--- config.mk ---
export PLATFORM = sky130hd
export DESIGN_NAME = biu_top
export DESIGN_NICKNAME = d
export VERILOG_FILES = /design/src/hw/biu_icb_pkg.sv /design/src/hw/biu_ext_pkg.sv /design/src/hw/biu_icb_if.sv /design/src/hw/biu_arb.sv /design/src/hw/biu_order_ctrl.sv /design/src/hw/biu_axi_bridge.sv /design/src/hw/biu_ahb_bridge.sv /design/src/hw/biu_top.sv
export VERILOG_INCLUDE_DIRS = /design/src /design/src/hw
export SDC_FILE = /design/constraint.sdc
export NUM_CORES = 1
export LEC_CHECK = 0
export BUFFER_PORTS_ARGS = -buffer_cell sky130_fd_sc_hd__clkbuf_2
export CORE_AREA = 5 5 257 259
export DETAILED_ROUTE_END_ITERATION = 16
export DIE_AREA = 0 0 262 264
export GPL_ROUTABILITY_DRIVEN = 0
export PLACE_DENSITY_LB_ADDON = 0.15
export SYNTH_ARGS = -nofsm -noshare
export SYNTH_HDL_FRONTEND = slang
export SYNTH_SLANG_ARGS = --single-unit
--- constraint.sdc ---
create_clock -name clk -period 8.9 [get_ports clk]
set_clock_uncertainty 0.2 [all_clocks]
set_input_delay 1.335 -clock clk [delete_from_list [all_inputs] [get_ports clk]]
set_output_delay 1.335 -clock clk [all_outputs]
set_load 0.005 [all_outputs]
--- src/hw/biu_cfg.svh ---
/*
 * BIU configuration macros
 * bus widths, interrupt controller region code and order queue depth
 */
`ifndef BIU_CFG_SVH
`define BIU_CFG_SVH

// bus widths
`define BIU_ADDR_W        32    // icb, axi and ahb address
`define BIU_DATA_W        64    // internal and external data
`define BIU_JTAG_W        32    // debug port data
`define BIU_MASK_W        8     // one bit per data byte

// region decode
`define BIU_REGION_MSB_W  4     // top address bits that pick the target
`define BIU_INT_BASE      4'h9  // interrupt controller region

// commands in flight
`define BIU_QUEUE_DEPTH   4

`endif

--- src/hw/biu_icb_pkg.sv ---
/*
 * internal command/response bus types
 * master and target enums, address, data and mask vectors
 */
`include "biu_cfg.svh"
`default_nettype none

package biu_icb_pkg;

  // issuing master, kept in the master order queue
  typedef enum logic {
    MASTER_JTAG = 1'b0,
    MASTER_LSU  = 1'b1
  } master_e;

  // response kind expected by a target queue slot
  typedef enum logic [1:0] {
    TGT_PAD_READ  = 2'd0,  // axi r channel
    TGT_PAD_WRITE = 2'd1,  // axi b channel
    TGT_INT       = 2'd2   // ahb held response
  } target_e;

  typedef logic [`BIU_ADDR_W-1:0] addr_t;
  typedef logic [`BIU_DATA_W-1:0] data_t;
  typedef logic [`BIU_MASK_W-1:0] mask_t;

endpackage

`default_nettype wire

--- src/hw/biu_ext_pkg.sv ---
/*
 * external bus types
 * AXI response codes and AHB-lite transfer types
 */
`default_nettype none

package biu_ext_pkg;

  typedef enum logic [1:0] {
    OKAY   = 2'b00,
    EXOKAY = 2'b01,
    SLVERR = 2'b10,  // upper bit set means error
    DECERR = 2'b11
  } axi_resp_e;

  typedef enum logic [1:0] {
    HTRANS_IDLE   = 2'b00,
    HTRANS_NONSEQ = 2'b10  // single transfer
  } htrans_e;

endpackage

`default_nettype wire

--- src/hw/biu_icb_if.sv ---
/*
 * internal command/response bus
 * initiator and responder modports
 */
`default_nettype none

interface biu_icb_if;
  import biu_icb_pkg::*;

  // command channel
  logic    cmd_valid;
  logic    cmd_ready;
  addr_t   cmd_addr;
  logic    cmd_read;    // 1 read, 0 write
  data_t   cmd_wdata;
  mask_t   cmd_wmask;
  master_e cmd_master;

  // response channel
  logic    rsp_valid;
  logic    rsp_ready;
  logic    rsp_read;    // head slot expects read data
  data_t   rsp_rdata;
  logic    rsp_err;
  master_e rsp_master;

  modport initiator (
    output cmd_valid, cmd_addr, cmd_read, cmd_wdata, cmd_wmask, cmd_master,
    output rsp_ready, rsp_read,
    input  cmd_ready, rsp_valid, rsp_rdata, rsp_err, rsp_master
  );

  modport responder (
    input  cmd_valid, cmd_addr, cmd_read, cmd_wdata, cmd_wmask, cmd_master,
    input  rsp_ready, rsp_read,
    output cmd_ready, rsp_valid, rsp_rdata, rsp_err, rsp_master
  );

endinterface

`default_nettype wire

--- src/hw/biu_arb.sv ---
/*
 * master side of the BIU
 * fixed priority command pick between jtag and lsu
 * jtag data widening and registered responses per master
 */
`include "biu_cfg.svh"
`default_nettype none

module biu_arb (
  input  wire logic                     clk,
  input  wire logic                     rstn,
  // jtag debug port
  input  wire logic                     jtag_cmd_valid,
  output logic                          jtag_cmd_ready,
  input  wire biu_icb_pkg::addr_t       jtag_cmd_addr,
  input  wire logic                     jtag_cmd_read,
  input  wire logic [`BIU_JTAG_W-1:0]   jtag_cmd_wdata,
  input  wire logic [`BIU_JTAG_W/8-1:0] jtag_cmd_wmask,
  output logic                          jtag_rsp_valid,
  output logic [`BIU_JTAG_W-1:0]        jtag_rsp_rdata,
  output logic                          jtag_rsp_err,
  // load/store unit
  input  wire logic                     lsu_cmd_valid,
  output logic                          lsu_cmd_ready,
  input  wire biu_icb_pkg::addr_t       lsu_cmd_addr,
  input  wire logic                     lsu_cmd_read,
  input  wire biu_icb_pkg::data_t       lsu_cmd_wdata,
  input  wire biu_icb_pkg::mask_t       lsu_cmd_wmask,
  output logic                          lsu_rsp_valid,
  output biu_icb_pkg::data_t            lsu_rsp_rdata,
  output logic                          lsu_rsp_err,
  biu_icb_if.initiator                  arb_bus
);
  import biu_icb_pkg::*;

  logic jtag_sel;  // jtag owns the command path
  logic jtag_hit;
  logic lsu_hit;

  // ---------------------------------------------------------------------
  // command pick
  // ---------------------------------------------------------------------
  assign jtag_sel = jtag_cmd_valid;  // jtag wins on a tie

  assign arb_bus.cmd_valid  = jtag_cmd_valid | lsu_cmd_valid;
  assign arb_bus.cmd_master = jtag_sel ? MASTER_JTAG : MASTER_LSU;
  assign arb_bus.cmd_addr   = jtag_sel ? jtag_cmd_addr : lsu_cmd_addr;
  assign arb_bus.cmd_read   = jtag_sel ? jtag_cmd_read : lsu_cmd_read;
  assign arb_bus.cmd_wdata  = jtag_sel ? data_t'(jtag_cmd_wdata) : lsu_cmd_wdata;  // low lanes
  assign arb_bus.cmd_wmask  = jtag_sel ? mask_t'(jtag_cmd_wmask) : lsu_cmd_wmask;

  assign jtag_cmd_ready = jtag_cmd_valid & arb_bus.cmd_ready;
  assign lsu_cmd_ready  = lsu_cmd_valid & ~jtag_cmd_valid & arb_bus.cmd_ready;  // lsu yields

  // ---------------------------------------------------------------------
  // response return
  // ---------------------------------------------------------------------
  assign jtag_hit = arb_bus.rsp_valid & (arb_bus.rsp_master == MASTER_JTAG);
  assign lsu_hit  = arb_bus.rsp_valid & (arb_bus.rsp_master == MASTER_LSU);

  always_ff @(posedge clk or negedge rstn) begin
    if (!rstn) begin
      jtag_rsp_valid <= 1'b0;
      lsu_rsp_valid  <= 1'b0;
    end else begin
      jtag_rsp_valid <= jtag_hit;  // one cycle pulse
      lsu_rsp_valid  <= lsu_hit;
    end
  end

  always_ff @(posedge clk) begin
    if (jtag_hit) begin
      jtag_rsp_rdata <= arb_bus.rsp_rdata[`BIU_JTAG_W-1:0];  // low word only
      jtag_rsp_err   <= arb_bus.rsp_err;
    end
    if (lsu_hit) begin
      lsu_rsp_rdata <= arb_bus.rsp_rdata;
      lsu_rsp_err   <= arb_bus.rsp_err;
    end
  end

  // a waiting lsu command stays on the port until taken
  a_lsu_held: assert property (@(posedge clk) disable iff (!rstn)
    lsu_cmd_valid && !lsu_cmd_ready |=> lsu_cmd_valid && $stable(lsu_cmd_addr));

endmodule

`default_nettype wire

--- src/hw/biu_order_ctrl.sv ---
/*
 * BIU ordering control
 * region decode onto the pad or int bus
 * master and target order queues and in-order response select
 */
`include "biu_cfg.svh"
`default_nettype none

module biu_order_ctrl (
  input  wire logic    clk,
  input  wire logic    rstn,
  biu_icb_if.responder arb_bus,
  biu_icb_if.initiator pad_bus,
  biu_icb_if.initiator int_bus
);
  import biu_icb_pkg::*;

  localparam int             DEPTH    = `BIU_QUEUE_DEPTH;
  localparam int             PTR_W    = $clog2(DEPTH);
  localparam logic [PTR_W:0] FULL_CNT = (PTR_W + 1)'(DEPTH);

  logic             is_int;   // address in interrupt controller region
  logic             full;
  logic             empty;
  logic             push;
  logic             pop;
  logic             pad_acc;
  logic             int_acc;
  logic [PTR_W-1:0] wr_ptr;
  logic [PTR_W-1:0] rd_ptr;
  logic [PTR_W:0]   cnt;      // commands in flight
  target_e          cmd_tgt;
  target_e          head_tgt;
  master_e          master_q [DEPTH];
  target_e          tgt_q    [DEPTH];

  // ---------------------------------------------------------------------
  // command decode
  // ---------------------------------------------------------------------
  assign is_int = arb_bus.cmd_addr[`BIU_ADDR_W-1 -: `BIU_REGION_MSB_W] == `BIU_INT_BASE;
  assign full   = cnt == FULL_CNT;
  assign empty  = cnt == '0;

  assign pad_bus.cmd_valid  = arb_bus.cmd_valid & ~is_int & ~full;  // stall when full
  assign pad_bus.cmd_addr   = arb_bus.cmd_addr;
  assign pad_bus.cmd_read   = arb_bus.cmd_read;
  assign pad_bus.cmd_wdata  = arb_bus.cmd_wdata;
  assign pad_bus.cmd_wmask  = arb_bus.cmd_wmask;

  assign int_bus.cmd_valid  = arb_bus.cmd_valid & is_int & ~full;
  assign int_bus.cmd_addr   = arb_bus.cmd_addr;
  assign int_bus.cmd_read   = arb_bus.cmd_read;
  assign int_bus.cmd_wdata  = arb_bus.cmd_wdata;
  assign int_bus.cmd_wmask  = arb_bus.cmd_wmask;

  assign arb_bus.cmd_ready = ~full & (is_int ? int_bus.cmd_ready : pad_bus.cmd_ready);

  assign push    = arb_bus.cmd_valid & arb_bus.cmd_ready;
  assign cmd_tgt = is_int ? TGT_INT : (arb_bus.cmd_read ? TGT_PAD_READ : TGT_PAD_WRITE);

  // ---------------------------------------------------------------------
  // order queues
  // ---------------------------------------------------------------------
  always_ff @(posedge clk or negedge rstn) begin
    if (!rstn) begin
      wr_ptr <= '0;
      rd_ptr <= '0;
      cnt    <= '0;
    end else begin
      if (push) wr_ptr <= wr_ptr + 1'b1;  // wraps at depth
      if (pop) rd_ptr <= rd_ptr + 1'b1;
      case ({push, pop})
        2'b10:   cnt <= cnt + 1'b1;
        2'b01:   cnt <= cnt - 1'b1;
        default: cnt <= cnt;
      endcase
    end
  end

  always_ff @(posedge clk) begin
    if (push) begin
      master_q[wr_ptr] <= arb_bus.cmd_master;
      tgt_q[wr_ptr]    <= cmd_tgt;
    end
  end

  // ---------------------------------------------------------------------
  // response select
  // ---------------------------------------------------------------------
  assign head_tgt = tgt_q[rd_ptr];

  assign pad_bus.rsp_ready = ~empty & (head_tgt != TGT_INT);  // only the head may answer
  assign pad_bus.rsp_read  = ~empty & (head_tgt == TGT_PAD_READ);
  assign int_bus.rsp_ready = ~empty & (head_tgt == TGT_INT);

  assign pad_acc = pad_bus.rsp_valid & pad_bus.rsp_ready;
  assign int_acc = int_bus.rsp_valid & int_bus.rsp_ready;
  assign pop     = pad_acc | int_acc;

  assign arb_bus.rsp_valid  = pop;
  assign arb_bus.rsp_rdata  = int_acc ? int_bus.rsp_rdata : pad_bus.rsp_rdata;
  assign arb_bus.rsp_err    = int_acc ? int_bus.rsp_err : pad_bus.rsp_err;
  assign arb_bus.rsp_master = master_q[rd_ptr];

  // count and pointers move together
  a_cnt_ptrs: assert property (@(posedge clk) disable iff (!rstn)
    cnt[PTR_W-1:0] == wr_ptr - rd_ptr);

  // targets only answer commands they were given
  a_no_stray_rsp: assert property (@(posedge clk) disable iff (!rstn)
    empty |-> !pad_bus.rsp_valid && !int_bus.rsp_valid);

endmodule

`default_nettype wire

--- src/hw/biu_axi_bridge.sv ---
/*
 * ICB to AXI bridge
 * single-beat AR, AW and W issue with R and B return
 */
`default_nettype none

module biu_axi_bridge (
  biu_icb_if.responder               pad_bus,
  output logic                       axi_ar_valid,
  input  wire logic                  axi_ar_ready,
  output biu_icb_pkg::addr_t         axi_ar_addr,
  input  wire logic                  axi_r_valid,
  output logic                       axi_r_ready,
  input  wire biu_icb_pkg::data_t    axi_r_data,
  input  wire biu_ext_pkg::axi_resp_e axi_r_resp,
  output logic                       axi_aw_valid,
  input  wire logic                  axi_aw_ready,
  output biu_icb_pkg::addr_t         axi_aw_addr,
  output logic                       axi_w_valid,
  input  wire logic                  axi_w_ready,
  output biu_icb_pkg::data_t         axi_w_data,
  output biu_icb_pkg::mask_t         axi_w_strb,
  input  wire logic                  axi_b_valid,
  output logic                       axi_b_ready,
  input  wire biu_ext_pkg::axi_resp_e axi_b_resp
);

  // command side
  assign axi_ar_valid = pad_bus.cmd_valid & pad_bus.cmd_read;
  assign axi_ar_addr  = pad_bus.cmd_addr;
  assign axi_aw_valid = pad_bus.cmd_valid & ~pad_bus.cmd_read;
  assign axi_aw_addr  = pad_bus.cmd_addr;
  assign axi_w_valid  = axi_aw_valid;        // address and data go together
  assign axi_w_data   = pad_bus.cmd_wdata;
  assign axi_w_strb   = pad_bus.cmd_wmask;

  assign pad_bus.cmd_ready = pad_bus.cmd_read ? axi_ar_ready : (axi_aw_ready & axi_w_ready);

  // response side follows the queue head kind
  assign pad_bus.rsp_valid  = pad_bus.rsp_read ? axi_r_valid : axi_b_valid;
  assign axi_r_ready        = pad_bus.rsp_ready & pad_bus.rsp_read;
  assign axi_b_ready        = pad_bus.rsp_ready & ~pad_bus.rsp_read;
  assign pad_bus.rsp_rdata  = axi_r_data;
  assign pad_bus.rsp_err    = pad_bus.rsp_read ? axi_r_resp[1] : axi_b_resp[1];  // slverr or decerr

endmodule

`default_nettype wire

--- src/hw/biu_ahb_bridge.sv ---
/*
 * ICB to AHB-lite bridge for the interrupt controller
 * single NONSEQ transfers with mask based lane steering
 * data phase tracking and a held response until the queue takes it
 */
`include "biu_cfg.svh"
`default_nettype none

module biu_ahb_bridge (
  input  wire logic               clk,
  input  wire logic               rstn,
  biu_icb_if.responder            int_bus,
  input  wire logic               int_hreadyout,
  input  wire logic               int_hresp,
  input  wire biu_icb_pkg::data_t int_hrdata,
  output biu_ext_pkg::htrans_e    int_htrans,
  output biu_icb_pkg::addr_t      int_haddr,
  output logic                    int_hwrite,
  output biu_icb_pkg::data_t      int_hwdata,
  output logic                    int_hready
);
  import biu_icb_pkg::*;
  import biu_ext_pkg::*;

  localparam int HALF = `BIU_DATA_W / 2;

  logic  cmd_fire;
  logic  rsp_capture;
  logic  data_phase;   // transfer issued and waiting on hreadyout
  logic  rsp_held;
  logic  rsp_err_q;
  data_t rsp_rdata_q;
  data_t lane_data;

  // ---------------------------------------------------------------------
  // address phase
  // ---------------------------------------------------------------------
  assign int_bus.cmd_ready = int_hreadyout & ~rsp_held & ~data_phase;  // one at a time
  assign cmd_fire          = int_bus.cmd_valid & int_bus.cmd_ready;

  assign int_htrans = cmd_fire ? HTRANS_NONSEQ : HTRANS_IDLE;
  assign int_haddr  = int_bus.cmd_addr;
  assign int_hwrite = ~int_bus.cmd_read;
  assign int_hready = int_hreadyout;

  always_comb begin
    case (int_bus.cmd_wmask)
      8'hff:   lane_data = int_bus.cmd_wdata;
      8'hf0:   lane_data = {int_bus.cmd_wdata[`BIU_DATA_W-1 -: HALF], {HALF{1'b0}}};
      8'h0f:   lane_data = {{HALF{1'b0}}, int_bus.cmd_wdata[HALF-1:0]};
      default: lane_data = '0;  // partial words not supported
    endcase
  end

  assign int_hwdata = lane_data;  // driven with the address

  // ---------------------------------------------------------------------
  // data phase and held response
  // ---------------------------------------------------------------------
  assign rsp_capture = data_phase & int_hreadyout;

  always_ff @(posedge clk or negedge rstn) begin
    if (!rstn) begin
      data_phase <= 1'b0;
      rsp_held   <= 1'b0;
    end else begin
      if (cmd_fire) data_phase <= 1'b1;
      else if (rsp_capture) data_phase <= 1'b0;
      if (rsp_capture) rsp_held <= 1'b1;
      else if (int_bus.rsp_ready) rsp_held <= 1'b0;  // head took it
    end
  end

  always_ff @(posedge clk) begin
    if (rsp_capture) begin
      rsp_rdata_q <= int_hrdata;
      rsp_err_q   <= int_hresp;
    end
  end

  assign int_bus.rsp_valid  = rsp_held;
  assign int_bus.rsp_rdata  = rsp_rdata_q;
  assign int_bus.rsp_err    = rsp_err_q;

  // slave stretches only a data phase
  a_ready_outside_data: assert property (@(posedge clk) disable iff (!rstn)
    !data_phase |-> int_hreadyout);

endmodule

`default_nettype wire

--- src/hw/biu_top.sv ---
/*
 * BIU top level
 * jtag and lsu ICB ports, AXI pad port, AHB-lite interrupt port
 */
`include "biu_cfg.svh"
`default_nettype none

module biu_top (
  input  wire logic                     clk,
  input  wire logic                     rstn,
  // jtag
  input  wire logic                     jtag_cmd_valid,
  output logic                          jtag_cmd_ready,
  input  wire biu_icb_pkg::addr_t       jtag_cmd_addr,
  input  wire logic                     jtag_cmd_read,
  input  wire logic [`BIU_JTAG_W-1:0]   jtag_cmd_wdata,
  input  wire logic [`BIU_JTAG_W/8-1:0] jtag_cmd_wmask,
  output logic                          jtag_rsp_valid,
  output logic [`BIU_JTAG_W-1:0]        jtag_rsp_rdata,
  output logic                          jtag_rsp_err,
  // lsu
  input  wire logic                     lsu_cmd_valid,
  output logic                          lsu_cmd_ready,
  input  wire biu_icb_pkg::addr_t       lsu_cmd_addr,
  input  wire logic                     lsu_cmd_read,
  input  wire biu_icb_pkg::data_t       lsu_cmd_wdata,
  input  wire biu_icb_pkg::mask_t       lsu_cmd_wmask,
  output logic                          lsu_rsp_valid,
  output biu_icb_pkg::data_t            lsu_rsp_rdata,
  output logic                          lsu_rsp_err,
  // axi pad
  output logic                          axi_ar_valid,
  input  wire logic                     axi_ar_ready,
  output biu_icb_pkg::addr_t            axi_ar_addr,
  input  wire logic                     axi_r_valid,
  output logic                          axi_r_ready,
  input  wire biu_icb_pkg::data_t       axi_r_data,
  input  wire biu_ext_pkg::axi_resp_e   axi_r_resp,
  output logic                          axi_aw_valid,
  input  wire logic                     axi_aw_ready,
  output biu_icb_pkg::addr_t            axi_aw_addr,
  output logic                          axi_w_valid,
  input  wire logic                     axi_w_ready,
  output biu_icb_pkg::data_t            axi_w_data,
  output biu_icb_pkg::mask_t            axi_w_strb,
  input  wire logic                     axi_b_valid,
  output logic                          axi_b_ready,
  input  wire biu_ext_pkg::axi_resp_e   axi_b_resp,
  // ahb interrupt controller
  input  wire logic                     int_hreadyout,
  input  wire logic                     int_hresp,
  input  wire biu_icb_pkg::data_t       int_hrdata,
  output biu_ext_pkg::htrans_e          int_htrans,
  output biu_icb_pkg::addr_t            int_haddr,
  output logic                          int_hwrite,
  output biu_icb_pkg::data_t            int_hwdata,
  output logic                          int_hready
);

  biu_icb_if arb_bus ();  // arbiter to order ctrl
  biu_icb_if pad_bus ();  // order ctrl to axi bridge
  biu_icb_if int_bus ();  // order ctrl to ahb bridge

  // ports connect by name
  biu_arb        u_arb        (.*);
  biu_order_ctrl u_order_ctrl (.*);
  biu_axi_bridge u_axi_bridge (.*);
  biu_ahb_bridge u_ahb_bridge (.*);

endmodule

`default_nettype wire

==> results of run 1 <==
-- cells in the mapped netlist, drive strengths merged (6+ instances only) --
cell and number:
mux2i 7, dfrtp 11, nor2 8, and2 8, nand2 6, nor2b 86, inv 16, clkbuf 10
buf 85, nor3b 19, mux2 128, edfxtp 175
-- layer usage --
layer	vias up	global-route usage	wire length [µm]
met3	110	0.0416	3890
met1	3395	0.125	15600
li1	3309	-	-
met5	-	0	47
met2	446	0.243	25600
met4	8	0.0801	2920
-- state kept, by name, indices dropped and copies added, names as in the netlist --
name,flops
u_ahb_bridge.int_bus.rsp_valid,1
u_order_ctrl.cnt,3
u_arb.lsu_rsp_err,1
u_arb.lsu_rsp_valid,1
u_arb.jtag_rsp_valid,1
u_order_ctrl.tgt_q,8
u_order_ctrl.wr_ptr,2
u_order_ctrl.rd_ptr,2
u_ahb_bridge.int_bus.rsp_rdata,64
u_ahb_bridge.int_bus.rsp_err,1
u_arb.jtag_rsp_rdata,32
u_arb.jtag_rsp_err,1
u_order_ctrl.master_q,4
u_arb.lsu_rsp_rdata,64
u_ahb_bridge.data_phase,1
-- critical path, stage by stage --
cell and delay, ns:
sky130_fd_sc_hd__buf_6 0.38, sky130_fd_sc_hd__mux2i_1 0.29, sky130_fd_sc_hd__inv_1 0.09, sky130_fd_sc_hd__nor4_1 0.35, sky130_fd_sc_hd__o21ai_2 0.07, sky130_fd_sc_hd__buf_4 0.26
sky130_fd_sc_hd__nor3b_1 0.43, sky130_fd_sc_hd__clkbuf_2 0.20
-- cell families (layout without fill, tap and decap cells) --
group           count (synthesis)  in the layout
simple gates                  145            145
fa+ha+maj                       6              6
flops                         186            186
mux                           138            138
other cells                     1             18
xor+xnor                        6              6
compound gates                 14             14
buf+inv                       111            711
-- cell type report --
| cell class | count | area, µm² |
|---|---|---|
| diodes | 17 | 42.5 |
| repair buffers | 663 | 3340 |
| clock buffers | 21 | 440 |
| well taps | 855 | 1070 |
| clock inverters | 11 | 160 |
| inverters | 16 | 60.1 |
| fillers | 6974 | 50000 |
| multi-input cells | 310 | 2960 |
| flip-flops and latches | 186 | 5530 |
-- cell usage in the layout (no fill, tap or decap), drive strengths merged, types with 6 or more instances in the layout --
master  synthesis  layout
nor2            8       8
mux2i           7       7
clkbuf         10     676
mux2          128     128
nand2           6       6
dfrtp          11      11
inv            16      20
nor3b          19      19
edfxtp        175     175
buf            85       8
and2            8       8
diode           0      17
nor2b          86      86
-- final timing paths --
kind,start,to
worst min register to register,u_order_ctrl.cnt[0]$_DFFE_PN0P_,u_order_ctrl.cnt[0]$_DFFE_PN0P_
worst max register to register,u_order_ctrl.rd_ptr[0]$_DFFE_PN0P_,u_arb.jtag_rsp_rdata[0]$_DFFE_PP_
worst min-delay path,u_order_ctrl.cnt[0]$_DFFE_PN0P_,u_order_ctrl.cnt[0]$_DFFE_PN0P_
worst max-delay path,jtag_cmd_valid,int_hwdata[50]
max in group asynchronous,rstn,u_arb.lsu_rsp_valid$_DFF_PN0_
min in group asynchronous,rstn,u_order_ctrl.rd_ptr[0]$_DFFE_PN0P_
-- through the flow --
stage	util	instance area, µm²	cells
final	0.214	13600	2079
after global routing	0.214	13600	2075
after CTS	0.213	13600	2062
after detailed placement	0.204	13000	2030
after global placement	0.204	13000	2030
after floorplan	-	9190	607
-- where the power goes --
part	total [mW]	switching [mW]	internal [mW]
Clock	0.796	0.348	0.448
Combinational	0.887	0.509	0.378
Sequential	1.32	0.0675	1.25
==> metrics.sh, run 1 <==
MIN_PERIOD_OVER_PERIOD=0.563
ANTENNA_VIOLATING_NETS_POST_ROUTE=0
IOPINCOUNT=660
POST-CTS-SETUP-BUFFERS=0
HALF_PERIMETER_WIRE_LENGTH_OF_THE_DETAILED_PLACEMENT_RESULT_MM=41.3
VDD_DROP_MAX_mV=0.0880
YOSYS.AREA_SHARE.SIMPLE=0.0987
SYNTH_WARNINGS=0
DETAIL_ROUTE.WIRELENGTH_MM=48.1
VIAS_IN_THE_FIRST_GLOBAL_ROUTE=7727
DRIVE_ABOVE_1_SHARE=0.688
REPORT.FINAL.SETUP_VIOL=0
ANTENNA_VIOLATIONS_BEFORE_REPAIR=49
DETAILEDROUTE.FIRSTPASSITERATIONCOUNT=4
PLACEMENT_ROWS=93
MAPPEDNETLISTAREA_UM2=9190
SYNTH_TOP_FAMILY_BY_AREA='multiplexers'
FP.DIEAREA_UM2=69200
STARTPOINT_KIND_OF_THE_WORST_SETUP_TIMING_PATH='input port'
HOLD_WS_NS=0.298
REG2REG_DEPTH=4
DETAILEDPLACE.WORSTSLACK_NS=3.91
CLOCK_SINK_COUNT=186
LAYOUT_MIN_CYCLE_TIME_NS=5.01
SYNTH_SEQUENTIAL_AREA_RATIO=0.602
CLK_TRANSITION_REPORTED_PATHS_NS=0.07
YOSYS.AREA_SHARE.XOR_XNOR=0.00572
SYNTHDISTINCTLIBCELLS=38
CLOCK_TREE.HTREE_LEVEL_COUNT=4
CP_MAX_FO=63
YS_TOP_CELLS_BY_AREA='sky130_fd_sc_hd__edfxtp_1, sky130_fd_sc_hd__mux2_4, sky130_fd_sc_hd__mux2_2, sky130_fd_sc_hd__nor2b_1, sky130_fd_sc_hd__buf_4'
NUMCTSBUFFERS=17
P_TOTAL_mW=3.00
SYNTH.TOP_CELL.AREA_SHARE=0.572
CRIT_ARRIVAL_NS=3.48
ROUTEDWLPERCELL_UM=23.1
FIN_TNS_SETUP_NS=0
SYNTH-EDFF-COUNT=175
REMAINING_DRC_ERRORS=0
DESIGN.CORE.AREA_UM2=63600
ASYNC_FLOP_SHARE=0.0591
WORST_SLACK_NS=3.89
FIRST_PASS_GRT_WIRE_LENGTH_MM=62.5
ROUTED_VIA_DENSITY=3.50
LARGEST_NET_DEGREE_AT_THE_START_OF_GLOBAL_ROUTING=68
GROUTE.USAGE.OVERALL=0.131
TIMING.SLEW.HEADROOM=0.381
SETUP.WORST_PATH.CLASS='input port to primary output'
CTS_TREE='yes'
DRT_ITER0_MARKERS=288
WORST-R2R-SETUP-SLACK_NS=5.52
BUFFER_PORTS.INSERTED=656
SYNTHCELLS=607
TIMING.HOLD.WORST_PATH_DEPTH=1
AREAGROWTHSYNTHTOFINISH_PCT=48.0
EFFECTIVE_UTILIZATION_AT_FLOORPLAN=0.144
CELL_TYPE_CONTRIBUTING_THE_MOST_TOTAL_CELL_AREA_AFTER_SYNTHESIS='sky130_fd_sc_hd__edfxtp_1'
CTS_HOLD_BUF=0
POWER_DENS_CELLS_nW_PER_UM2=220
MUXSHAREOFSYNTHAREA=0.196
FINISH.NET_COUNT=1517
CLOCK_TREE.BUFFER_DEPTH=2
SYNTH_COMPOUND_GATE_AREA_SHARE=0.00939
GLOBALROUTE.TOTALOVERFLOW=0
POWER.LEAKAGE_nW=6.19
CLKLATENCYLATEPIN_NS=0.44
GRT_SETUP_UNREPAIRED='no'
FINAL_HOLD_VIOL_COUNT=0
FINALMAXSLEWVIOLATIONS=0
FLOORPLAN.DIE.HEIGHT_UM=264
CRITPATHCAPTURETYPE='primary output'
FP.DIEW_UM=262
POST_CTS.RESIZED_INSTANCES=0
SYNTH_ADDER_AREA_SHARE=0.00898
CTSROOTBUFFERMASTER='sky130_fd_sc_hd__clkbuf_16'
FLIP_FLOP_AND_LATCH_COUNT_AFTER_SYNTHESIS=186
WORSTMARGINPINSLEW_NS=0.928
TIMING.HOLD.WORST.CLASS='flip-flop to flip-flop'
STATUS='completed'
POSTSYNTHNETCOUNT=930
VIAS=7268
ACHIEVABLE-FREQUENCY_MHz=200
DRV.MAX_CAP_VIOLATION_COUNT=0
CP_DATA_REQUIRED_TIME_NS=7.36
POSTSYNTH.TOPFLOPCELL='sky130_fd_sc_hd__edfxtp_1'
AVERAGE_CELL_AREA_AFTER_SYNTHESIS_UM2=15.1
Note: power is estimated with default switching activity, not from simulation.
==> run 2, diff against run 1 <==
--- a/config.mk
+++ b/config.mk
@@ -7,9 +7,9 @@
 export NUM_CORES = 1
 export LEC_CHECK = 0
 export BUFFER_PORTS_ARGS = -buffer_cell sky130_fd_sc_hd__clkbuf_2
-export CORE_AREA = 5 5 257 259
+export CORE_AREA = 5 5 252 254
 export DETAILED_ROUTE_END_ITERATION = 16
-export DIE_AREA = 0 0 262 264
+export DIE_AREA = 0 0 257 259
 export GPL_ROUTABILITY_DRIVEN = 0
 export PLACE_DENSITY_LB_ADDON = 0.15
 export SYNTH_ARGS = -nofsm -noshare
==> constraint.sdc (replaced) <==
create_clock -name clk -period 4.08 [get_ports clk]
set_clock_uncertainty 0.2 [all_clocks]
set_input_delay 0.612 -clock clk [delete_from_list [all_inputs] [get_ports clk]]
set_output_delay 0.612 -clock clk [all_outputs]
set_load 0.005 [all_outputs]
==> run 2 against run 1 <==
Worst setup slack got worse by 3.3 ns. Clock power rose by 110%. Die area fell by 3.8%. Worst hold slack got worse by 0.17 ns. Routed wire length fell by 9.0%. Register-to-register slack got worse by 4.6 ns. Utilization rose by 0.87 points. Cell count fell by 3.4%. Sequential share of layout area rose by 0.079 points. Sequential cell count did not move.
==> metrics.sh, run 2 (same netlist as run 1, synthesis figures left out) <==
SHARE_COMB_OF_TOTAL_POWER=0.303  # +0.007
LAYOUT_MIN_CYCLE_TIME_NS=3.51
DRIVE_ABOVE_1_SHARE=0.692  # +0.00395
GRT_UTIL_MET2=0.250  # +0.00667
DETAILEDROUTE.FIRSTPASSITERATIONCOUNT=4  # unchanged
CTS_HOLD_BUF=1  # +1
CLKLATENCYLATEPIN_NS=0.45  # about the same
FIRST_PASS_GRT_WIRE_LENGTH_MM=59.0  # -5.6%
ACHIEVABLE-FREQUENCY_MHz=285
VIAS=7194  # -1.0%
FINALMAXSLEWVIOLATIONS=0  # unchanged
TIMING.SLEW.HEADROOM=0.286  # -0.0957
LAYOUT_COMMONEST_CELL='sky130_fd_sc_hd__clkbuf_2'
CP_COMMON_CELL='sky130_fd_sc_hd__buf_4'
ROUTED_VIA_DENSITY=3.58  # +2.4%
GROUTE.LAYER.MET1.USAGE=0.126  # +0.00125
CP_MAX_FO=23  # -63%
BUFFER_PORTS.INSERTED=656  # unchanged
TOTAL_SWITCHING_POWER_mW=2.07  # +120%
POST-CTS-SETUP-BUFFERS=0  # unchanged
CRIT_FAMILY='compound AO/OA/AOI/OAI gates'
CRITPATHCAPTURETYPE='primary output'
ANTENNA_VIOLATIONS_BEFORE_REPAIR=16  # -67%
PLACEMENT_ROWS=91  # -2.2%
CRIT_ARRIVAL_NS=2.70  # -0.78 ns
POWER_DENS_CELLS_nW_PER_UM2=481  # +120%
LARGEST_NET_DEGREE_AT_THE_START_OF_GLOBAL_ROUTING=83  # +22%
TOP_USAGE_LAYER='met2'
CLOCK_SINK_COUNT=186  # unchanged
UTILIZATION=0.222  # +0.00875
REPORT.FINAL.SETUP_VIOL=0  # unchanged
SWITCHING_FRACTION=0.318  # +0.00976
TIMING.HOLD.WORST.CLASS='input port to flip-flop'
CLK_TRANSITION_REPORTED_PATHS_NS=0.08  # about the same
POST_CTS.RESIZED_INSTANCES=0  # unchanged
WORST-R2R-SETUP-SLACK_NS=0.92  # -4.60 ns
REMAINING_DRC_ERRORS=0  # unchanged
GLOBALROUTE.TOTALOVERFLOW=0  # unchanged
EFFECTIVE_UTILIZATION_AT_FLOORPLAN=0.151  # +0.00620
DRT_ITER0_MARKERS=284  # -1.4%
FP.DIEAREA_UM2=66600  # -3.8%
MIN_PERIOD_OVER_PERIOD=0.861
SEQ_POWER_SHARE=0.438  # about the same
PATH_BUF_INV=3  # -1
CRITICAL-PATH-SLOWEST-CELL='sky130_fd_sc_hd__o21ai_2'
NUMCTSBUFFERS=17  # unchanged
CLOCK_TREE.BUFFER_DEPTH=2  # unchanged
SETUP.WORST_PATH.CLASS='input port to primary output'
GRT_USE_MET3=0.0347  # -0.00685
HALF_PERIMETER_WIRE_LENGTH_OF_THE_DETAILED_PLACEMENT_RESULT_MM=37.5  # -9.2%
FIN_TNS_SETUP_NS=0  # unchanged
P_TOTAL_mW=6.53  # +120%
DRV.MAX_CAP_VIOLATION_COUNT=0  # unchanged
VDD_DROP_MAX_mV=0.362  # +310%
DETAIL_ROUTE.WIRELENGTH_MM=43.7  # -9.0%
CTS_TREE='yes'
CRIT_PATH_CELL_TRACE='buf_4, mux2i_1, nor4_1, o21ai_2, buf_4, nor2b_1, clkbuf_2'
VIAS_IN_THE_FIRST_GLOBAL_ROUTE=7795  # +0.88%
CLOCK_TREE.HTREE_LEVEL_COUNT=4  # unchanged
INTERNAL_POWER_mW=4.45  # +110%
STARTPOINT_KIND_OF_THE_WORST_SETUP_TIMING_PATH='input port'
CP_DATA_REQUIRED_TIME_NS=3.27  # -4.09 ns
AREAGROWTHSYNTHTOFINISH_PCT=47.7
ANTENNA_VIOLATING_NETS_POST_ROUTE=0  # unchanged
GRT_SETUP_UNREPAIRED='no'
STATUS='completed'
DESIGN.CORE.AREA_UM2=61000  # -4.1%
FP.DIEW_UM=257  # -1.9%
ROUTEDWLPERCELL_UM=21.8  # -5.8%
FINAL_HOLD_VIOL_COUNT=0  # unchanged
IOPINCOUNT=660  # unchanged
CTSROOTBUFFERMASTER='sky130_fd_sc_hd__clkbuf_16'
FLOORPLAN.DIE.HEIGHT_UM=259  # -1.9%
CRIT_PATH_MAX_INCR_DELAY_NS=0.85  # +0.42 ns
CLOCK_POWER_SHARE=0.258  # -0.007
GROUTE.USAGE.OVERALL=0.124  # -0.00718
FINISH.NET_COUNT=1526  # +0.59%
POWER.LEAKAGE_nW=6.24  # +0.87%
WORSTMARGINPINSLEW_NS=1.07  # +0.144 ns
LAYOUT_COMMON_CELLS='sky130_fd_sc_hd__clkbuf_2, sky130_fd_sc_hd__edfxtp_1, sky130_fd_sc_hd__nor2b_1'
==> run 2: final cells by class <==
| cell class | instances | area, µm² |
|---|---|---|
| Antenna cell | 3 | 7.51 |
| Clock inverter | 15 | 154 |
| Clock buffer | 17 | 425 |
| Inverter | 16 | 60.1 |
| Fill cell | 6674 | 47500 |
| Multi-Input combinational cell | 310 | 2960 |
| Tap cell | 790 | 988 |
| Sequential cell | 186 | 5530 |
| Timing Repair Buffer | 672 | 3450 |
==> run 2: per-layer routing <==
metal | part of all wire | up-vias
met3 | 0.065 | 48
met5 | 0.00030 | -
met1 | 0.36 | 3441
li1 | - | 3318
met4 | 0.018 | 2
met2 | 0.56 | 385
==> run 2: power groups by stage <==
stage | clock (mW) | sequential (mW) | combinational, mW
2_1_floorplan | 0 | 2.97 | 0.909
3_3_place_gp | 0 | 2.91 | 2.06
3_5_place_dp | 0 | 2.91 | 2.06
4_1_cts | 1.77 | 2.87 | 2.07
5_1_grt | 1.82 | 2.91 | 2.18
6_report | 1.68 | 2.86 | 1.98
==> run 2: final timing paths <==
path,from,cells after the start,to
worst max-delay path,jtag_cmd_valid,7,int_hwdata[46]
worst min-delay path,int_hrdata[56],1,u_ahb_bridge.int_bus.rsp_rdata[56]$_DFFE_PP_
worst max register to register,u_order_ctrl.rd_ptr[0]$_DFFE_PN0P_,5,u_arb.lsu_rsp_rdata[12]$_DFFE_PP_
worst min register to register,u_order_ctrl.cnt[2]$_DFFE_PN0P_,1,u_order_ctrl.cnt[2]$_DFFE_PN0P_
max in group asynchronous,rstn,2,u_ahb_bridge.data_phase$_DFFE_PN0P_
min in group asynchronous,rstn,2,u_arb.jtag_rsp_valid$_DFF_PN0_
==> run 2: worst register-to-register path: stages (launching register included) <==
cell and delay (ns):
sky130_fd_sc_hd__dfrtp_1 0.48, sky130_fd_sc_hd__mux4_2 0.62, sky130_fd_sc_hd__nor2_4 0.20, sky130_fd_sc_hd__nand3_4 0.55, sky130_fd_sc_hd__buf_4 0.54, sky130_fd_sc_hd__mux2_4 0.33
==> run 2: stage by stage <==
stage	instance area, µm²	setup slack, ns	hold slack, ns	cells
finish	13600	0.569	0.129	2009
global placement	13000	0.641	0.293	1973
global route	13600	0.466	0.0972	2008
detailed placement	13000	0.608	0.292	1973
CTS	13600	0.616	0.0925	2006
floorplan	9190	0.405	0.116	607
==> run 3, diff against run 2 <==
--- a/config.mk
+++ b/config.mk
@@ -6,10 +6,13 @@
 export SDC_FILE = /design/constraint.sdc
 export NUM_CORES = 1
 export LEC_CHECK = 0
+export ABC_AREA = 1
 export BUFFER_PORTS_ARGS = -buffer_cell sky130_fd_sc_hd__clkbuf_2
-export CORE_AREA = 5 5 252 254
+export CELL_PAD_IN_SITES_DETAIL_PLACEMENT = 2
+export CELL_PAD_IN_SITES_GLOBAL_PLACEMENT = 2
+export CORE_AREA = 5 5 254 256
 export DETAILED_ROUTE_END_ITERATION = 16
-export DIE_AREA = 0 0 257 259
+export DIE_AREA = 0 0 259 261
 export GPL_ROUTABILITY_DRIVEN = 0
 export PLACE_DENSITY_LB_ADDON = 0.15
 export SYNTH_ARGS = -nofsm -noshare
==> run 3 against run 2 <==
Sequential cell count unchanged. First-iteration DRC count down 4.2%. Power up 6.4%. Via count up 22%. Cell count up 20%.
==> metrics.sh, run 3 <==
STATUS='completed'
STARTPOINT_KIND_OF_THE_WORST_SETUP_TIMING_PATH='input port'
DETAIL_ROUTE.WIRELENGTH_MM=49.6  # +13%
LAYOUT_COMMONEST_CELL='sky130_fd_sc_hd__clkbuf_2'
BUFFER_PORTS.INSERTED=656  # unchanged
FIRST_PASS_GRT_WIRE_LENGTH_MM=68.8  # +17%
FLOORPLAN.DIE.HEIGHT_UM=261  # +0.77%
ROUTED_VIA_DENSITY=3.63  # +1.2%
SYNTHCELLS=957  # +58%
YS_TOP_CELLS_BY_AREA='sky130_fd_sc_hd__edfxtp_1, sky130_fd_sc_hd__nand2_1, sky130_fd_sc_hd__buf_4, sky130_fd_sc_hd__inv_1, sky130_fd_sc_hd__nor2_1'
REMAINING_DRC_ERRORS=0  # unchanged
FP.DIEAREA_UM2=67600  # +1.6%
SYNTHDISTINCTLIBCELLS=31  # -18%
DRV.MAX_CAP_VIOLATION_COUNT=0  # unchanged
FINAL_HOLD_VIOL_COUNT=0  # unchanged
SYNTH.TOP_CELL.AREA_SHARE=0.577  # +0.00502
TIMING.SLEW.HEADROOM=0.320  # +0.0341
SYNTH_WARNINGS=0  # unchanged
CRIT-REG2REG-CAPTURE='u_order_ctrl.cnt[2]$_DFFE_PN0P_'
CP_DATA_REQUIRED_TIME_NS=3.27  # about the same
FINALMAXSLEWVIOLATIONS=0  # unchanged
REPORT.FINAL.SETUP_VIOL=0  # unchanged
POWER.LEAKAGE_nW=6.81  # +9.2%
FINISH.NET_COUNT=1864  # +22%
DESIGN.CORE.AREA_UM2=62300  # +2.0%
AREAGROWTHSYNTHTOFINISH_PCT=47.9
CLOCK_TREE.BUFFER_DEPTH=2  # unchanged
POST_CTS.RESIZED_INSTANCES=0  # unchanged
WORST-R2R-SETUP-SLACK_NS=1.24  # +0.32 ns
CP_MAX_FO=22  # -4.3%
CP_COMMON_CELL='sky130_fd_sc_hd__buf_4'
YOSYS.AREA_SHARE.XOR_XNOR=0.00288  # -0.00283
POST-CTS-SETUP-BUFFERS=0  # unchanged
HALF_PERIMETER_WIRE_LENGTH_OF_THE_DETAILED_PLACEMENT_RESULT_MM=41.1  # +9.5%
P_TOTAL_mW=6.94  # +6.4%
HOLD_WS_NS=0.131  # +0.00184 ns
CTS_TREE='yes'
CLKLATENCYLATEPIN_NS=0.45  # about the same
FIN_TNS_SETUP_NS=0  # unchanged
DETAILEDROUTE.FIRSTPASSITERATIONCOUNT=4  # unchanged
CRIT_ARRIVAL_NS=2.74  # +0.04 ns
MUXSHAREOFSYNTHAREA=0  # -0.196
FLIP_FLOP_AND_LATCH_COUNT_AFTER_SYNTHESIS=186  # unchanged
TIMING.HOLD.WORST.START='int_hrdata[53]'
TIMING.HOLD.WORST_PATH_DEPTH=1  # unchanged
SYNTH_SEQUENTIAL_AREA_RATIO=0.607  # +0.00529
NUMBER_OF_FILL_CELLS=7298  # +9.3%
EFFECTIVE_UTILIZATION_AT_FLOORPLAN=0.146  # -0.00430
CRIT_PATH_MAX_INCR_DELAY_NS=0.46  # -0.39 ns
SYNTH-EDFF-COUNT=175  # unchanged
SYNTH_ADDER_AREA_SHARE=0.00906  # +0.0000790
ANTENNA_VIOLATIONS_BEFORE_REPAIR=16  # unchanged
CRIT_PATH_CELL_TRACE='buf_4, inv_2, buf_4, nand2_1, nand2_1, nand4_1, o21bai_2, buf_4, nor2_1, clkbuf_2'
MIN_PERIOD_OVER_PERIOD=0.871  # +0.0108
POSTSYNTHNETCOUNT=1280  # +38%
YOSYS.AREA_SHARE.SIMPLE=0.232  # +0.133
CTSROOTBUFFERMASTER='sky130_fd_sc_hd__clkbuf_16'
CLOCK_TREE.HTREE_LEVEL_COUNT=4  # unchanged
CRITPATHCAPTURETYPE='primary output'
VIAS=8741  # +22%
NUMCTSBUFFERS=17  # unchanged
LARGEST_NET_DEGREE_AT_THE_START_OF_GLOBAL_ROUTING=67  # -19%
SETUP.WORST_PATH.CLASS='input port to primary output'
DRIVE_ABOVE_1_SHARE=0.484  # -0.209
AVERAGE_CELL_AREA_AFTER_SYNTHESIS_UM2=9.52  # -37%
MAPPEDNETLISTAREA_UM2=9110  # -0.87%
ROUTEDWLPERCELL_UM=20.6  # -5.6%
TIMING.HOLD.WORST.CLASS='input port to flip-flop'
WORSTMARGINPINSLEW_NS=1.02  # -0.0518 ns
SYNTH_COMPOUND_GATE_AREA_SHARE=0.0258  # +0.0164
WORSTHOLDENDPOINT='u_ahb_bridge.int_bus.rsp_rdata[53]$_DFFE_PP_'
POSTSYNTH.TOPFLOPCELL='sky130_fd_sc_hd__edfxtp_1'
ASYNC_FLOP_SHARE=0.0591  # unchanged
REG2REG_DEPTH=12  # +7
GLOBALROUTE.TOTALOVERFLOW=0  # unchanged
SYNTH_COMMON_CELLS='sky130_fd_sc_hd__nand2_1, sky130_fd_sc_hd__edfxtp_1, sky130_fd_sc_hd__inv_1'
FINAL_DESIGN_AREA_NO_FILL_UM2=13500  # -0.76%
GROUTE.USAGE.OVERALL=0.139  # +0.0153
CLK_TRANSITION_REPORTED_PATHS_NS=0.08  # about the same
GRT_SETUP_UNREPAIRED='no'
DPL_CELL_AREA_UM2=12900  # -0.97%
PLACE.DETAILED.INSTANCES=2367  # +20%
VDD_DROP_MAX_mV=0.263  # -27%
SYNTH_TOP_FAMILY_BY_AREA='simple AND/OR/NAND/NOR gates'
FP.DIEW_UM=259  # +0.78%
IOPINCOUNT=660  # unchanged
DRT_ITER0_MARKERS=272  # -4.2%
CRITICAL_PATH.REG2REG.STARTPOINT='u_order_ctrl.rd_ptr[0]$_DFFE_PN0P_'
FINISH.CELL_COUNT_WITHOUT_FILLERS=2411  # +20%
CLOCK_SINK_COUNT=186  # unchanged
LAYOUT_COMMON_CELLS='sky130_fd_sc_hd__clkbuf_2, sky130_fd_sc_hd__nand2_1, sky130_fd_sc_hd__edfxtp_1'
ACHIEVABLE-FREQUENCY_MHz=281  # -1.2%
YOSYS.CELL_COUNT.TOP_TYPE='sky130_fd_sc_hd__nand2_1'
CRITICAL-PATH-SLOWEST-CELL='sky130_fd_sc_hd__o21bai_2'
LAYOUT_MIN_CYCLE_TIME_NS=3.56  # +0.0440 ns
PLACEMENT_ROWS=92  # +1.1%
ANTENNA_VIOLATING_NETS_POST_ROUTE=0  # unchanged
POWER_DENS_CELLS_nW_PER_UM2=515  # +7.2%
CELL_TYPE_CONTRIBUTING_THE_MOST_TOTAL_CELL_AREA_AFTER_SYNTHESIS='sky130_fd_sc_hd__edfxtp_1'
VIAS_IN_THE_FIRST_GLOBAL_ROUTE=9990  # +28%
run 3: stage by stage:
stage          setup WS, ns   util
3_3_place_gp          0.431  0.206
4_1_cts               0.403  0.216
3_5_place_dp          0.372  0.206
6_report              0.525  0.216
2_1_floorplan         0.924      -
5_1_grt               0.233  0.216
run 3: cells by family after synthesis:
logic type	Yosys count
and+or+nand+nor	511
adders and majority gates	6
DFF	186
buffers and inverters	206
other	1
xor gates and xnor gates	3
AOI/OAI and AO/OA	44
run 3: area by class of cell:
class / instances / area, µm² / share of cell area
flip-flops and latches: 186 / 5530 / 0.410
repair buffers: 677 / 3460 / 0.257
multi-input cells: 565 / 2460 / 0.182
well taps: 846 / 1060 / 0.0786
clock buffers: 18 / 429 / 0.0319
inverters: 94 / 358 / 0.0266
clock inverters: 14 / 154 / 0.0114
diodes: 11 / 27.5 / 0.00204
run 3: per-layer routing:
metal / vias up / track usage / part of all wire
met4: 6 / 0.0472 / 0.022
met1: 4148 / 0.144 / 0.36
met5: - / 0 / 0.00069
li1: 4163 / - / -
met2: 376 / 0.256 / 0.53
met3: 48 / 0.0579 / 0.089
run 3: how the worst max path moves through the flow:
stage	start	end	slack, ns	cells past startpoint
after global placement	jtag_cmd_valid	u_order_ctrl.cnt[2]$_DFFE_PN0P_	0.43	15
after floorplan	u_order_ctrl.rd_ptr[0]$_DFFE_PN0P_	u_arb.lsu_rsp_err$_DFFE_PP_	0.92	11
after detailed placement	jtag_cmd_valid	u_order_ctrl.cnt[2]$_DFFE_PN0P_	0.37	15
after CTS	jtag_cmd_valid	int_hwdata[27]	0.40	9
final	jtag_cmd_valid	int_hwdata[17]	0.52	10
after global routing	jtag_cmd_valid	int_hwdata[21]	0.23	10
run 3: critical path: cells and delay by family:
| kind | cells | cell delay, ns |
|---|---|---|
| buffers and inverters | 5 | 1.22 |
| AO/OA/AOI/OAI | 1 | 0.46 |
| AND/OR/NAND/NOR | 4 | 0.42 |
run 3: repair_timing:
action,in CTS,in global routing
endpoints found under the setup margin,0,0
endpoints found under the hold margin,11,0
hold buffers,1,0
run 3: power by group:
| group | internal (mW) | leakage (nW) | switching [mW] |
|---|---|---|---|
| Combinational | 0.739 | 4.77 | 1.45 |
| Clock | 0.918 | 0.292 | 0.793 |
| Sequential | 2.85 | 1.75 | 0.184 |
| Total | 4.51 | 6.81 | 2.43 |
